[config.mk]
export PLATFORM = sky130hd
export DESIGN_NAME = exec_core
export DESIGN_NICKNAME = d
export VERILOG_FILES = /design/src/exec_pkg.sv /design/src/exec_core.sv /design/src/reorder_buffer.sv /design/src/issue_unit.sv /design/src/mul_stage.sv /design/src/alu_unit.sv
export SDC_FILE = /design/constraint.sdc
export NUM_CORES = 2
export LEC_CHECK = 0
export BUFFER_PORTS_ARGS = -buffer_cell sky130_fd_sc_hd__buf_2
export CORE_ASPECT_RATIO = 0.9
export CORE_MARGIN = 2
export CORE_UTILIZATION = 45
export CTS_BUF_LIST = sky130_fd_sc_hd__clkbuf_8
export CTS_CLUSTER_DIAMETER = 120
export CTS_CLUSTER_SIZE = 24
export DETAILED_ROUTE_END_ITERATION = 16
export PLACE_DENSITY = 0.69
export SLEW_MARGIN = 40
export SYNTH_ARGS = -nofsm -noshare
export SYNTH_HDL_FRONTEND = slang
export SYNTH_SLANG_ARGS = --single-unit
export TNS_END_PERCENT = 5
[constraint.sdc]
create_clock -name clk_i -period 5.7 [get_ports clk_i]
set_input_delay 1.71 -clock clk_i [delete_from_list [all_inputs] [get_ports clk_i]]
set_output_delay 1.71 -clock clk_i [all_outputs]
set_load 0.01 [all_outputs]
[src/exec_pkg.sv]
package exec_pkg;

  // ========================================
  // Widths and depths
  // ========================================
  localparam int DATA_WIDTH    = 32;
  localparam int REG_WIDTH     = 5;
  localparam int ROB_DEPTH     = 8;
  localparam int ROB_IDX_WIDTH = 3;
  localparam int MUL_STAGES    = 4;
  localparam int MUL_SLICE     = DATA_WIDTH / MUL_STAGES;

  typedef enum logic [2:0] {
    OP_ADD, OP_SUB, OP_AND, OP_OR, OP_XOR, OP_SLL, OP_SRL, OP_MUL
  } op_kind_t;

  // ========================================
  // Shared structs
  // ========================================
  typedef struct packed {
    op_kind_t              kind;
    logic [REG_WIDTH-1:0]  rd;
    logic [DATA_WIDTH-1:0] src_a;
    logic [DATA_WIDTH-1:0] src_b;
  } issue_op_t;

  typedef struct packed {
    logic                     valid;
    logic [ROB_IDX_WIDTH-1:0] rob_idx;
    op_kind_t                 kind;
    logic [DATA_WIDTH-1:0]    src_a;
    logic [DATA_WIDTH-1:0]    src_b;
  } alu_req_t;

  // Multiply state between stages
  typedef struct packed {
    logic                     valid;
    logic [ROB_IDX_WIDTH-1:0] rob_idx;
    logic [DATA_WIDTH-1:0]    mcand;
    logic [DATA_WIDTH-1:0]    mplier;
    logic [DATA_WIDTH-1:0]    acc;
  } mul_flow_t;

  typedef struct packed {
    logic                     valid;
    logic [ROB_IDX_WIDTH-1:0] rob_idx;
    logic [DATA_WIDTH-1:0]    result;
  } complete_t;

  typedef struct packed {
    logic                  valid;
    logic [REG_WIDTH-1:0]  rd;
    logic [DATA_WIDTH-1:0] result;
  } commit_t;

endpackage
[src/exec_core.sv]
`timescale 1ns/1ps

module exec_core (
  input  logic                clk_i,
  input  logic                rst_i,
  input  logic                issue_valid_i,
  input  exec_pkg::issue_op_t issue_op_i,
  output logic                stall_o,
  output exec_pkg::commit_t   commit_o
);
  import exec_pkg::*;

  logic                     rob_full;
  logic                     rob_alloc;
  logic [REG_WIDTH-1:0]     rob_alloc_rd;
  logic [ROB_IDX_WIDTH-1:0] rob_alloc_idx;

  alu_req_t  alu_req;
  complete_t alu_done;
  complete_t mul_done;

  // Entry 0 comes from issue, entry k+1 from stage k
  mul_flow_t mul_flow [MUL_STAGES+1];

  issue_unit issue_unit0 (
    .clk_i         (clk_i),
    .rst_i         (rst_i),
    .issue_valid_i (issue_valid_i),
    .issue_op_i    (issue_op_i),
    .rob_full_i    (rob_full),
    .rob_idx_i     (rob_alloc_idx),
    .stall_o       (stall_o),
    .alloc_o       (rob_alloc),
    .alloc_rd_o    (rob_alloc_rd),
    .alu_req_o     (alu_req),
    .mul_o         (mul_flow[0])
  );

  alu_unit alu_unit0 (
    .clk_i  (clk_i),
    .rst_i  (rst_i),
    .req_i  (alu_req),
    .done_o (alu_done)
  );

  // ========================================
  // Multiply pipeline
  // ========================================
  for (genvar k = 0; k < MUL_STAGES; k++) begin : g_mul
    mul_stage #(
      .STAGE_IDX (k)
    ) mul_stage0 (
      .clk_i  (clk_i),
      .rst_i  (rst_i),
      .flow_i (mul_flow[k]),
      .flow_o (mul_flow[k+1])
    );
  end

  assign mul_done.valid   = mul_flow[MUL_STAGES].valid;
  assign mul_done.rob_idx = mul_flow[MUL_STAGES].rob_idx;
  assign mul_done.result  = mul_flow[MUL_STAGES].acc;

  reorder_buffer rob0 (
    .clk_i       (clk_i),
    .rst_i       (rst_i),
    .alloc_i     (rob_alloc),
    .alloc_rd_i  (rob_alloc_rd),
    .alu_done_i  (alu_done),
    .mul_done_i  (mul_done),
    .full_o      (rob_full),
    .alloc_idx_o (rob_alloc_idx),
    .commit_o    (commit_o)
  );

endmodule

[src/reorder_buffer.sv]
`timescale 1ns/1ps

module reorder_buffer (
  input  logic                               clk_i,
  input  logic                               rst_i,
  input  logic                               alloc_i,
  input  logic [exec_pkg::REG_WIDTH-1:0]     alloc_rd_i,
  input  exec_pkg::complete_t                alu_done_i,
  input  exec_pkg::complete_t                mul_done_i,
  output logic                               full_o,
  output logic [exec_pkg::ROB_IDX_WIDTH-1:0] alloc_idx_o,
  output exec_pkg::commit_t                  commit_o
);
  import exec_pkg::*;

  logic [REG_WIDTH-1:0]     rd_q     [ROB_DEPTH];
  logic [DATA_WIDTH-1:0]    result_q [ROB_DEPTH];
  logic [ROB_DEPTH-1:0]     done_q;
  logic [ROB_IDX_WIDTH-1:0] head_q;
  logic [ROB_IDX_WIDTH-1:0] tail_q;
  logic [ROB_IDX_WIDTH:0]   count_q;

  logic                  empty;
  logic                  alu_hits_head;
  logic                  mul_hits_head;
  logic                  head_ready;
  logic [DATA_WIDTH-1:0] head_result;

  assign empty       = (count_q == '0);
  assign full_o      = (count_q == (ROB_IDX_WIDTH+1)'(ROB_DEPTH));
  assign alloc_idx_o = tail_q;

  // ========================================
  // Head selection
  // ========================================
  // A completion for the head commits on the same edge it is written
  assign alu_hits_head = alu_done_i.valid && (alu_done_i.rob_idx == head_q);
  assign mul_hits_head = mul_done_i.valid && (mul_done_i.rob_idx == head_q);
  assign head_ready    = !empty && (done_q[head_q] || alu_hits_head || mul_hits_head);

  always_comb begin : head_mux
    if (alu_hits_head) begin
      head_result = alu_done_i.result;
    end else if (mul_hits_head) begin
      head_result = mul_done_i.result;
    end else begin
      head_result = result_q[head_q];
    end
  end

  // Entry payload
  always_ff @(posedge clk_i) begin : entry_data
    if (alloc_i) begin
      rd_q[tail_q] <= alloc_rd_i;
    end
    if (alu_done_i.valid) begin
      result_q[alu_done_i.rob_idx] <= alu_done_i.result;
    end
    if (mul_done_i.valid) begin
      result_q[mul_done_i.rob_idx] <= mul_done_i.result;
    end
  end

  // ========================================
  // Pointers, done flags and commit
  // ========================================
  always_ff @(posedge clk_i) begin : ctrl_flops
    if (!rst_i) begin
      head_q         <= '0;
      tail_q         <= '0;
      count_q        <= '0;
      done_q         <= '0;
      commit_o.valid <= 1'b0;
    end else begin
      if (alloc_i) begin
        done_q[tail_q] <= 1'b0;
        tail_q         <= tail_q + 1'b1;
      end
      if (alu_done_i.valid) begin
        done_q[alu_done_i.rob_idx] <= 1'b1;
      end
      if (mul_done_i.valid) begin
        done_q[mul_done_i.rob_idx] <= 1'b1;
      end
      if (head_ready) begin
        done_q[head_q] <= 1'b0;
        head_q         <= head_q + 1'b1;
      end

      case ({alloc_i, head_ready})
        2'b10:   count_q <= count_q + 1'b1;
        2'b01:   count_q <= count_q - 1'b1;
        default: count_q <= count_q;
      endcase

      commit_o.valid <= head_ready;
      if (head_ready) begin
        commit_o.rd     <= rd_q[head_q];
        commit_o.result <= head_result;
      end
    end
  end

endmodule

[src/issue_unit.sv]
`timescale 1ns/1ps

module issue_unit (
  input  logic                                  clk_i,
  input  logic                                  rst_i,
  input  logic                                  issue_valid_i,
  input  exec_pkg::issue_op_t                   issue_op_i,
  input  logic                                  rob_full_i,
  input  logic [exec_pkg::ROB_IDX_WIDTH-1:0]    rob_idx_i,
  output logic                                  stall_o,
  output logic                                  alloc_o,
  output logic [exec_pkg::REG_WIDTH-1:0]        alloc_rd_o,
  output exec_pkg::alu_req_t                    alu_req_o,
  output exec_pkg::mul_flow_t                   mul_o
);
  import exec_pkg::*;

  localparam int HIST_DEPTH = MUL_STAGES - 1;

  logic                  is_mul;
  logic                  wb_collision;
  logic                  accept;
  logic [HIST_DEPTH-1:0] mul_hist_q;

  // ========================================
  // Stall and acceptance
  // ========================================
  assign is_mul = (issue_op_i.kind == OP_MUL);

  // ALU result would land on the same edge as a multiply result
  assign wb_collision = !is_mul && mul_hist_q[HIST_DEPTH-1];

  assign stall_o    = rob_full_i || wb_collision;
  assign accept     = issue_valid_i && !stall_o;
  assign alloc_o    = accept;
  assign alloc_rd_o = issue_op_i.rd;

  // Multiply acceptances of the last few edges
  always_ff @(posedge clk_i) begin : hist_flops
    if (!rst_i) begin
      mul_hist_q <= '0;
    end else begin
      mul_hist_q <= (mul_hist_q << 1) | HIST_DEPTH'(accept && is_mul);
    end
  end

  // ========================================
  // Dispatch registers
  // ========================================
  always_ff @(posedge clk_i) begin : dispatch_flops
    if (!rst_i) begin
      alu_req_o.valid <= 1'b0;
      mul_o.valid     <= 1'b0;
    end else begin
      alu_req_o.valid <= accept && !is_mul;
      mul_o.valid     <= accept && is_mul;
      if (accept && !is_mul) begin
        alu_req_o.rob_idx <= rob_idx_i;
        alu_req_o.kind    <= issue_op_i.kind;
        alu_req_o.src_a   <= issue_op_i.src_a;
        alu_req_o.src_b   <= issue_op_i.src_b;
      end
      if (accept && is_mul) begin
        mul_o.rob_idx <= rob_idx_i;
        mul_o.mcand   <= issue_op_i.src_a;
        mul_o.mplier  <= issue_op_i.src_b;
        mul_o.acc     <= '0;
      end
    end
  end

endmodule

[src/mul_stage.sv]
`timescale 1ns/1ps

module mul_stage #(
  parameter int STAGE_IDX = 0
)(
  input  logic                clk_i,
  input  logic                rst_i,
  input  exec_pkg::mul_flow_t flow_i,
  output exec_pkg::mul_flow_t flow_o
);
  import exec_pkg::*;

  localparam bit LAST_STAGE = (STAGE_IDX == MUL_STAGES - 1);

  logic [DATA_WIDTH-1:0] partial;
  logic [DATA_WIDTH-1:0] acc_next;

  // Multiplicand times the current multiplier slice
  assign partial  = flow_i.mcand * DATA_WIDTH'(flow_i.mplier[MUL_SLICE-1:0]);
  assign acc_next = flow_i.acc + partial;

  always_ff @(posedge clk_i) begin : stage_flops
    if (!rst_i) begin
      flow_o.valid <= 1'b0;
    end else begin
      flow_o.valid <= flow_i.valid;
      if (flow_i.valid) begin
        flow_o.rob_idx <= flow_i.rob_idx;
        flow_o.acc     <= acc_next;
        if (LAST_STAGE) begin
          // Nothing left to consume
          flow_o.mcand  <= '0;
          flow_o.mplier <= '0;
        end else begin
          flow_o.mcand  <= flow_i.mcand << MUL_SLICE;
          flow_o.mplier <= flow_i.mplier >> MUL_SLICE;
        end
      end
    end
  end

endmodule

[src/alu_unit.sv]
`timescale 1ns/1ps

module alu_unit (
  input  logic                clk_i,
  input  logic                rst_i,
  input  exec_pkg::alu_req_t  req_i,
  output exec_pkg::complete_t done_o
);
  import exec_pkg::*;

  localparam int SHAMT_BITS = $clog2(DATA_WIDTH);

  logic [DATA_WIDTH-1:0] result;
  logic [SHAMT_BITS-1:0] shamt;

  assign shamt = req_i.src_b[SHAMT_BITS-1:0];

  always_comb begin : alu_op
    case (req_i.kind)
      OP_ADD:  result = req_i.src_a + req_i.src_b;
      OP_SUB:  result = req_i.src_a - req_i.src_b;
      OP_AND:  result = req_i.src_a & req_i.src_b;
      OP_OR:   result = req_i.src_a | req_i.src_b;
      OP_XOR:  result = req_i.src_a ^ req_i.src_b;
      OP_SLL:  result = req_i.src_a << shamt;
      // Logical, zero fill
      OP_SRL:  result = req_i.src_a >> shamt;
      // Multiplies never reach this unit
      default: result = '0;
    endcase
  end

  always_ff @(posedge clk_i) begin : alu_flops
    if (!rst_i) begin
      done_o.valid <= 1'b0;
    end else begin
      done_o.valid <= req_i.valid;
      if (req_i.valid) begin
        done_o.rob_idx <= req_i.rob_idx;
        done_o.result  <= result;
      end
    end
  end

endmodule

-- Word level (Yosys, flattened, before mapping)
Memories as Yosys holds them, arrays and structs flattened. A register that Yosys moved wholly into a read port is not among the register bits.
Index checks and enable logic that the tools add are counted.
- flip-flop bits (word level): 469
- bits in writable memories: 296
- input bits: 75
- output and inout bits: 39
- memories: 2
- add/subtract/negate cells: 9
- $mul: 4
- order comparisons: 8
- eq/ne operators: 12
- shifts and indexed selects: 2
- muxes and demuxes: 29
- bitwise operators: 10
- reduce and logical (&&, ||, !) cells: 28
- memories (memory ; words ; bits a word ; rd ports ; clocked after Yosys merged registers in ; wr ports ; RTL line ; RTL):
    rob0.result_q ; 8 ; 32 ; 1 ; 1 ; 2 ; reorder_buffer.sv:17 ; logic [DATA_WIDTH-1:0] result_q [ROB_DEPTH];
    rob0.rd_q ; 8 ; 5 ; 1 ; 1 ; 1 ; reorder_buffer.sv:16 ; logic [REG_WIDTH-1:0] rd_q [ROB_DEPTH];
- operators with widths (operator ; number):
    case mux 32 bit (7 select lines) ; 1
    adder 32 bit ; 4
    2-to-1 mux 32 bit ; 2
    2-to-1 mux 8 bit ; 7
    AND 32 bit ; 1
    multiplier 32 x 8 -> 32 bit ; 1
    OR 32 bit ; 1
    left shift 32 x 5 -> 32 bit ; 1
    >> shifter 32 x 5 -> 32 bit ; 1
    subtractor 32 bit ; 1
    XOR 32 bit ; 1
    multiplier 24 x 8 -> 24 bit ; 1
    AND 8 bit ; 2
    less-than comparator 3 x 4 -> 1 bit (second input constant) ; 4
    multiplier 16 x 8 -> 16 bit ; 1
    NOT 8 bit ; 2
    OR 8 bit ; 2
    AND reduction 2 bit ; 8
    demux 1 bit (select 3 bit) ; 4
    equality test 3 bit (second input constant) ; 4
    greater-or-equal comparator 3 x 1 -> 1 bit (second input constant) ; 4
    logical AND 1 bit ; 11
    2-to-1 mux 1 bit ; 11
    multiplier 8 x 8 -> 8 bit ; 1
    other kinds (18) ; 26

-- Depth between registers and ports, before layout
- depth in word-level cells: 16
- mapped depth: 29
- mapped depth without buffers: 28

-- Hierarchy
From an unflattened synthesis, not the netlist that was laid out.
- cell total of the unflattened synthesis: 6337
- area, all modules: 70213.6 um^2
- by module, submodules not included (module ; instances ; cells an instance ; area each (um^2)):
    mul_stage at g_mul[0].mul_stage0 ... ; 2 ; 990 ; 10236.1
    reorder_buffer ; 1 ; 1045 ; 17177.7
    mul_stage at g_mul[2].mul_stage0 ; 1 ; 997 ; 10316.1
    mul_stage at g_mul[3].mul_stage0 ; 1 ; 984 ; 9110.0
    alu_unit ; 1 ; 1140 ; 8573.2
    issue_unit ; 1 ; 191 ; 4564.4

-- Least setup slack after synthesis
No wires, ideal clock.
- kind: register to register
- start point: reg g_mul[0].mul_stage0.flow_o[36] in the netlist's numbering
- end point: reg g_mul[1].mul_stage0.flow_o[31] in the netlist's numbering (data pin)
- arrival time: 5.840 ns
- required time: 5.440 ns
- slack: -0.400 ns
- stages on the path, launching flop included: 29
- buffers on the path: 2
- cell sequence: edfxtp_1 > clkbuf_1 > clkbuf_1 > nand2_1 > fa_1 > fa_1 > inv_1 > fa_1 > inv_1 > fa_1 > inv_1 > ha_1 > o21a_1 > o21ai_1 > a21boi_0 > a21oi_1 > o21ai_0 > a21oi_1 > xnor2_1 > ha_1 > a211oi_1 > nand2_1 > nand4_1 > o311ai_2 > o41ai_4 > nor2_2 > a211oi_2 > o21ai_1 > xnor2_1
- cells in the longest elaborated chain, start to end: 2
- RTL lines (element ; RTL line ; RTL):
    from (decl) ; mul_stage.sv:9 ; output exec_pkg::mul_flow_t flow_o
    multiplier 24 x 8 -> 24 bit ; mul_stage.sv:19 ; assign partial = flow_i.mcand * DATA_WIDTH'(flow_i.mplier[MUL_SLICE-1:0]);
    adder 32 bit ; mul_stage.sv:20 ; assign acc_next = flow_i.acc + partial;
    named net g_mul[1].mul_stage0.acc_next[31] ; mul_stage.sv:16 ; logic [DATA_WIDTH-1:0] acc_next;
    to (decl) ; mul_stage.sv:9 ;
The timed path passes the listed nets, and every way through them passes these cells.
A chain may end at the register's enable or synchronous reset.

-- Final worst setup path
- start point: reg g_mul[0].mul_stage0.flow_o[34] in the netlist's numbering
- end point: reg g_mul[1].mul_stage0.flow_o[30] in the netlist's numbering (data pin)
Same word-level chain as after synthesis.

==> implementation parameters <==
Parameter                              Value

Outcome
  Run status ... complete, but fails checks
  Failing checks ... negative setup slack

Worst setup path
  CP max FO ... 8
  Startpoint class of the critical path ... flip-flop
  Data required time of the worst path ... 6.26 ns
  Reg-to-Reg End ... g_mul[1].mul_stage0.flow_o[30]$_DFFE_PP_
  Signal arrival time at the worst endpoint ... about 6.5 ns
  Startpoint of the most critical register-to-register path ... g_mul[0].mul_stage0.flow_o[34]$_DFFE_PP_
  R2r setup slk ... -0.19 ns
  R2R cell count ... 22
  Critical Setup Path Class ... flip-flop to flip-flop
  CP Capture Type ... flip-flop

Yosys
  Sequential share of the synthesized area ... about 43%
  Synthesized area per cell ... ~12 µm²
  Share of flip-flops with an asynchronous set or reset ... 0%
  Main synth FF type ... sky130_fd_sc_hd__edfxtp_1
  Number of synthesized flops with an enable pin ... 741
  Mapped cell area ... 53020 µm²
  Post-Synthesis Cells ... ~4400
  Yosys warns ... 0
  Number of unique standard cell types used by synthesis ... between 80 and 90
  Mapped Nets ... a little over 5000
  Number of register bits inferred by synthesis ... 770

Timing
  Pins Over Slew Limit ... 0
  Achievable frequency ... 0.1697 GHz
  Crit path setup slack, layout ... -0.1943 ns
  Measured slew at the worst slew-check pin ... slightly above 0.8 ns
  Final cycle utilization of the critical path ... 103.4%
  Clock Skew ... 0.09029 ns
  Max-slew headroom at the worst pin ... between 40 and 50%
  Total setup violations reported at the end of the flow ... 4
  Minimum clock period ... between 5 and 6 ns
  Final hold viol count ... 0
  Setup repair after global routing missed its margin ... yes

Routing
  Detailed-routed wire length on met3 ... about 11000 µm
  Count of nets left with antenna violations after detail routing ... 0
  DRC violations left ... 0
  Highest Signal Layer ... met5
  Violation count after the first detailed-routing iteration ... ~3400
  WL/cell ... between 20 and 25 µm
  Detailed-router iteration count before antenna repair ... 6
  Detail-routed via count per cell ... ~5.7
  Wire length on met2 ... between 60000 and 70000 µm
  Routed wire length ... 141900 µm
  Metal1 wirelength ... ~60000 µm
  Total vias in the final route ... approximately 35000

Clock network
  Source-to-sink clock delay at the later pin of the worst-skew pair ... about 0.80 ns
  TritonCTS clock tree ... built
  CTS Root Cell ... sky130_fd_sc_hd__clkbuf_8
  Number of levels the H-tree was split into ... 2
  Register clock-pin slew on the reported worst setup and hold paths ... 0.14 ns
  Buffers from clock root to sink, at most ... 3
  Clock sink total ... slightly below 800
  Number of buffers added by the clock tree synthesis step ... 40

Power and ir drop
  Total power consumption of the routed design ... 0.01090 W
  Power per standard cell area ... roughly 190 nW/µm²
  LEAKAGE ... 21.95 nW
  Worst IR Drop VDD ... roughly 0.00022 V

Die
  Number of top-level pins ... 114
  DIE WIDTH ... 365.8 µm
  Die footprint ... approximately 120000 µm²
  Placeable core area ... between 100000 and 150000 µm²
  Row cnt ... 119
  Effective utilization at floorplan ... between 40% and 50%
  Vert. Die Dim ... between 300 and 400 µm

Cells and area
  Layout-stage area growth over the synthesis result ... 9.043%
  Net count of the finished layout ... 5299
  Share of cells above drive strength 1 ... about a fifth

Flow run
  MaxCap Viol Count ... 0

Global routing
  Antenna violations before repair ... 8
  Overall routing resource usage ... approximately a quarter
  Global-route wire length before repair ... 220000 µm
  Overflow left after global routing ... 0
  Maximum number of pins on one net before global-route repair ... 104
  Via count of the first global-routing pass ... around 36000

Place
  Setup slack after placement ... -0.3825 ns
  Placer's final routability congestion estimate ... approximately 0.95
  Port Buf Inserts ... between 100 and 150
  HPWL reported at the end of detailed placement ... between 100000 and 150000 µm

Worst hold path
  Worst hold path stage count ... 0
  Startpoint of the tightest hold check path ... issue_unit0.mul_o[98]$_DFFE_PP_
  Sink of the worst hold path ... g_mul[0].mul_stage0.flow_o[98]$_DFFE_PP_
  Type of the tightest min-delay check ... flip-flop to flip-flop
cells by family (layout without fill, tap and decap cells):
| group | count (synthesis) | count (layout) | synth area share [%] |
|---|---|---|---|
| and+or+nand+nor | 1092 | 1092 | 10.06 |
| DFF | 770 | 770 | 43.06 |
| AOI/OAI and AO/OA | 699 | 699 | 8.489 |
| adders and majority gates | 601 | 601 | 19.01 |
| buffers and inverters | 589 | 810 | 4.264 |
| muxes | 455 | 455 | 11.55 |
| xor gates and xnor gates | 214 | 214 | 3.561 |
| other | 0 | 4 | 0 |
worst max-delay path, cell delays in order, from the launching register on:
cell	delay, ns
sky130_fd_sc_hd__edfxtp_1	0.54
sky130_fd_sc_hd__buf_4	0.20
sky130_fd_sc_hd__and2_1	0.15
sky130_fd_sc_hd__fa_1	0.52
sky130_fd_sc_hd__fa_1	0.50
sky130_fd_sc_hd__fa_1	0.49
sky130_fd_sc_hd__inv_1	0.05
sky130_fd_sc_hd__fa_1	0.47
sky130_fd_sc_hd__inv_1	0.04
sky130_fd_sc_hd__ha_1	0.30
sky130_fd_sc_hd__buf_4	0.16
sky130_fd_sc_hd__nand3_1	0.07
sky130_fd_sc_hd__a21oi_1	0.04
sky130_fd_sc_hd__a21oi_1	0.18
sky130_fd_sc_hd__o22ai_1	0.11
sky130_fd_sc_hd__o41a_1	0.36
sky130_fd_sc_hd__xor2_1	0.16
sky130_fd_sc_hd__ha_1	0.34
sky130_fd_sc_hd__and3_1	0.21
sky130_fd_sc_hd__a2111oi_2	0.36
sky130_fd_sc_hd__o21bai_1	0.12
sky130_fd_sc_hd__a21oi_1	0.21
sky130_fd_sc_hd__xnor2_1	0.09
worst max-delay path by stage:
stage,startpoint,endpoint,slack [ns],cells past startpoint
3_3_place_gp,g_mul[0].mul_stage0.flow_o[34]$_DFFE_PP_,g_mul[1].mul_stage0.flow_o[31]$_DFFE_PP_,-0.26,25
5_1_grt,g_mul[0].mul_stage0.flow_o[34]$_DFFE_PP_,g_mul[1].mul_stage0.flow_o[31]$_DFFE_PP_,-0.52,26
3_5_place_dp,g_mul[0].mul_stage0.flow_o[34]$_DFFE_PP_,g_mul[1].mul_stage0.flow_o[30]$_DFFE_PP_,-0.38,22
6_report,g_mul[0].mul_stage0.flow_o[34]$_DFFE_PP_,g_mul[1].mul_stage0.flow_o[30]$_DFFE_PP_,-0.19,22
2_1_floorplan,g_mul[0].mul_stage0.flow_o[36]$_DFFE_PP_,g_mul[1].mul_stage0.flow_o[31]$_DFFE_PP_,-0.09,25
4_1_cts,g_mul[0].mul_stage0.flow_o[77]$_DFFE_PP_,g_mul[1].mul_stage0.flow_o[30]$_DFFE_PP_,-0.19,23
per-layer routing:
| metal | up-vias | global-route usage (%) |
|---|---|---|
| li1 | 15980 | - |
| met1 | 17830 | 33.32 |
| met2 | 1447 | 38.46 |
| met3 | 226 | 3.326 |
| met4 | 8 | 6.935 |
| met5 | - | 0 |
synth_stat cells (34+ instances only):
cell,n,area share (%)
sky130_fd_sc_hd__nand2_1,423,3.0
sky130_fd_sc_hd__edfxtp_1,741,42
sky130_fd_sc_hd__xor2_1,46,0.76
sky130_fd_sc_hd__a21oi_1,152,1.4
sky130_fd_sc_hd__nor3_1,34,0.32
sky130_fd_sc_hd__mux2i_1,90,1.7
sky130_fd_sc_hd__xnor2_1,167,2.8
sky130_fd_sc_hd__o22ai_1,49,0.58
sky130_fd_sc_hd__a22oi_1,34,0.48
sky130_fd_sc_hd__fa_1,341,13
sky130_fd_sc_hd__ha_1,260,6.1
sky130_fd_sc_hd__mux4_2,99,4.2
sky130_fd_sc_hd__o21ai_0,200,1.9
sky130_fd_sc_hd__nor2_1,171,1.2
sky130_fd_sc_hd__mux2_2,266,5.6
sky130_fd_sc_hd__clkbuf_1,141,1.0
sky130_fd_sc_hd__a21o_1,50,0.71
sky130_fd_sc_hd__inv_1,394,2.8
sky130_fd_sc_hd__and2_1,305,3.6
stage by stage:
step / std cells / area [µm²] / hold WS, ns / util (%) / setup TNS [ns]
2_1_floorplan: 4420 / 53080 / 0.4003 / - / -0.08704
3_3_place_gp: 6143 / 56760 / 0.4005 / 48.57 / -0.7698
3_5_place_dp: 6146 / 56870 / 0.4045 / 48.65 / -1.339
4_1_cts: 6213 / 57690 / 0.3917 / 49.36 / -0.5004
5_1_grt: 6217 / 57810 / 0.4117 / 49.46 / -2.708
6_report: 6218 / 57810 / 0.4107 / 49.46 / -0.5474
power by group:
part	switching [W]	internal, W	total, W
Clock	0.00179	0.000701	0.00249
Combinational	0.00115	0.000863	0.00201
Sequential	0.000101	0.00630	0.00640
layout make-up:
cell class | instances | area (µm²)
clock buffers | 40 | 550.5
clock inverters | 20 | 156.4
repair buffers | 350 | 2521
fillers | 10290 | 59070
inverters | 400 | 1501
multi-input cells | 3061 | 28260
well taps | 1573 | 1968
diodes | 4 | 10.01
flip-flops and latches | 770 | 22840
state kept, by name (all words and copies together), names as in the netlist, named ones only:
signal                   count
rob0.alloc_idx_o             3
rob0.done_q                  8
issue_unit0.mul_hist_q       3
g_mul.mul_stage0.flow_o    238
rob0.commit_o               38
rob0.result_q              256
issue_unit0.alu_req_o       71
rob0.head_q                  3
issue_unit0.mul_o           67
rob0.rd_q                   40
rob0.count_q                 4
alu_unit0.done_o            36
cell usage in the layout (no fill, tap or decap), types with 12 or more instances in the layout:
cell / count
sky130_fd_sc_hd__nor3_1: 27
sky130_fd_sc_hd__o221ai_1: 14
sky130_fd_sc_hd__nand3_1: 29
sky130_fd_sc_hd__buf_4: 222
sky130_fd_sc_hd__o22ai_1: 48
sky130_fd_sc_hd__o21a_1: 15
sky130_fd_sc_hd__and3_1: 13
sky130_fd_sc_hd__edfxtp_1: 741
sky130_fd_sc_hd__and2_1: 294
sky130_fd_sc_hd__xnor2_1: 166
sky130_fd_sc_hd__mux2_2: 266
sky130_fd_sc_hd__a211o_1: 23
sky130_fd_sc_hd__xor2_1: 46
sky130_fd_sc_hd__buf_2: 113
sky130_fd_sc_hd__nand2_1: 422
sky130_fd_sc_hd__inv_1: 403
sky130_fd_sc_hd__o21ai_1: 22
sky130_fd_sc_hd__a221oi_1: 16
sky130_fd_sc_hd__a21oi_1: 147
sky130_fd_sc_hd__a22oi_1: 34
sky130_fd_sc_hd__nor2b_1: 26
sky130_fd_sc_hd__or3_1: 13
sky130_fd_sc_hd__nand2b_1: 26
sky130_fd_sc_hd__a31oi_1: 12
sky130_fd_sc_hd__mux2i_1: 90
sky130_fd_sc_hd__dfxtp_1: 24
sky130_fd_sc_hd__fa_1: 340
sky130_fd_sc_hd__o21ai_0: 186
sky130_fd_sc_hd__nor2_1: 167
sky130_fd_sc_hd__o21bai_1: 22
sky130_fd_sc_hd__clkbuf_8: 40
sky130_fd_sc_hd__ha_1: 256
sky130_fd_sc_hd__mux4_2: 99
sky130_fd_sc_hd__a21o_1: 50
sky130_fd_sc_hd__o211ai_1: 17
timing repair:
action	CTS	global route
hold buffers	0	0
pin swaps	7	2
endpoints found under the hold margin	0	0
endpoints found under the setup margin	8	16
gates resized for setup	17	25
setup buffers	7	0
Note: power is estimated with default switching activity, not from simulation.
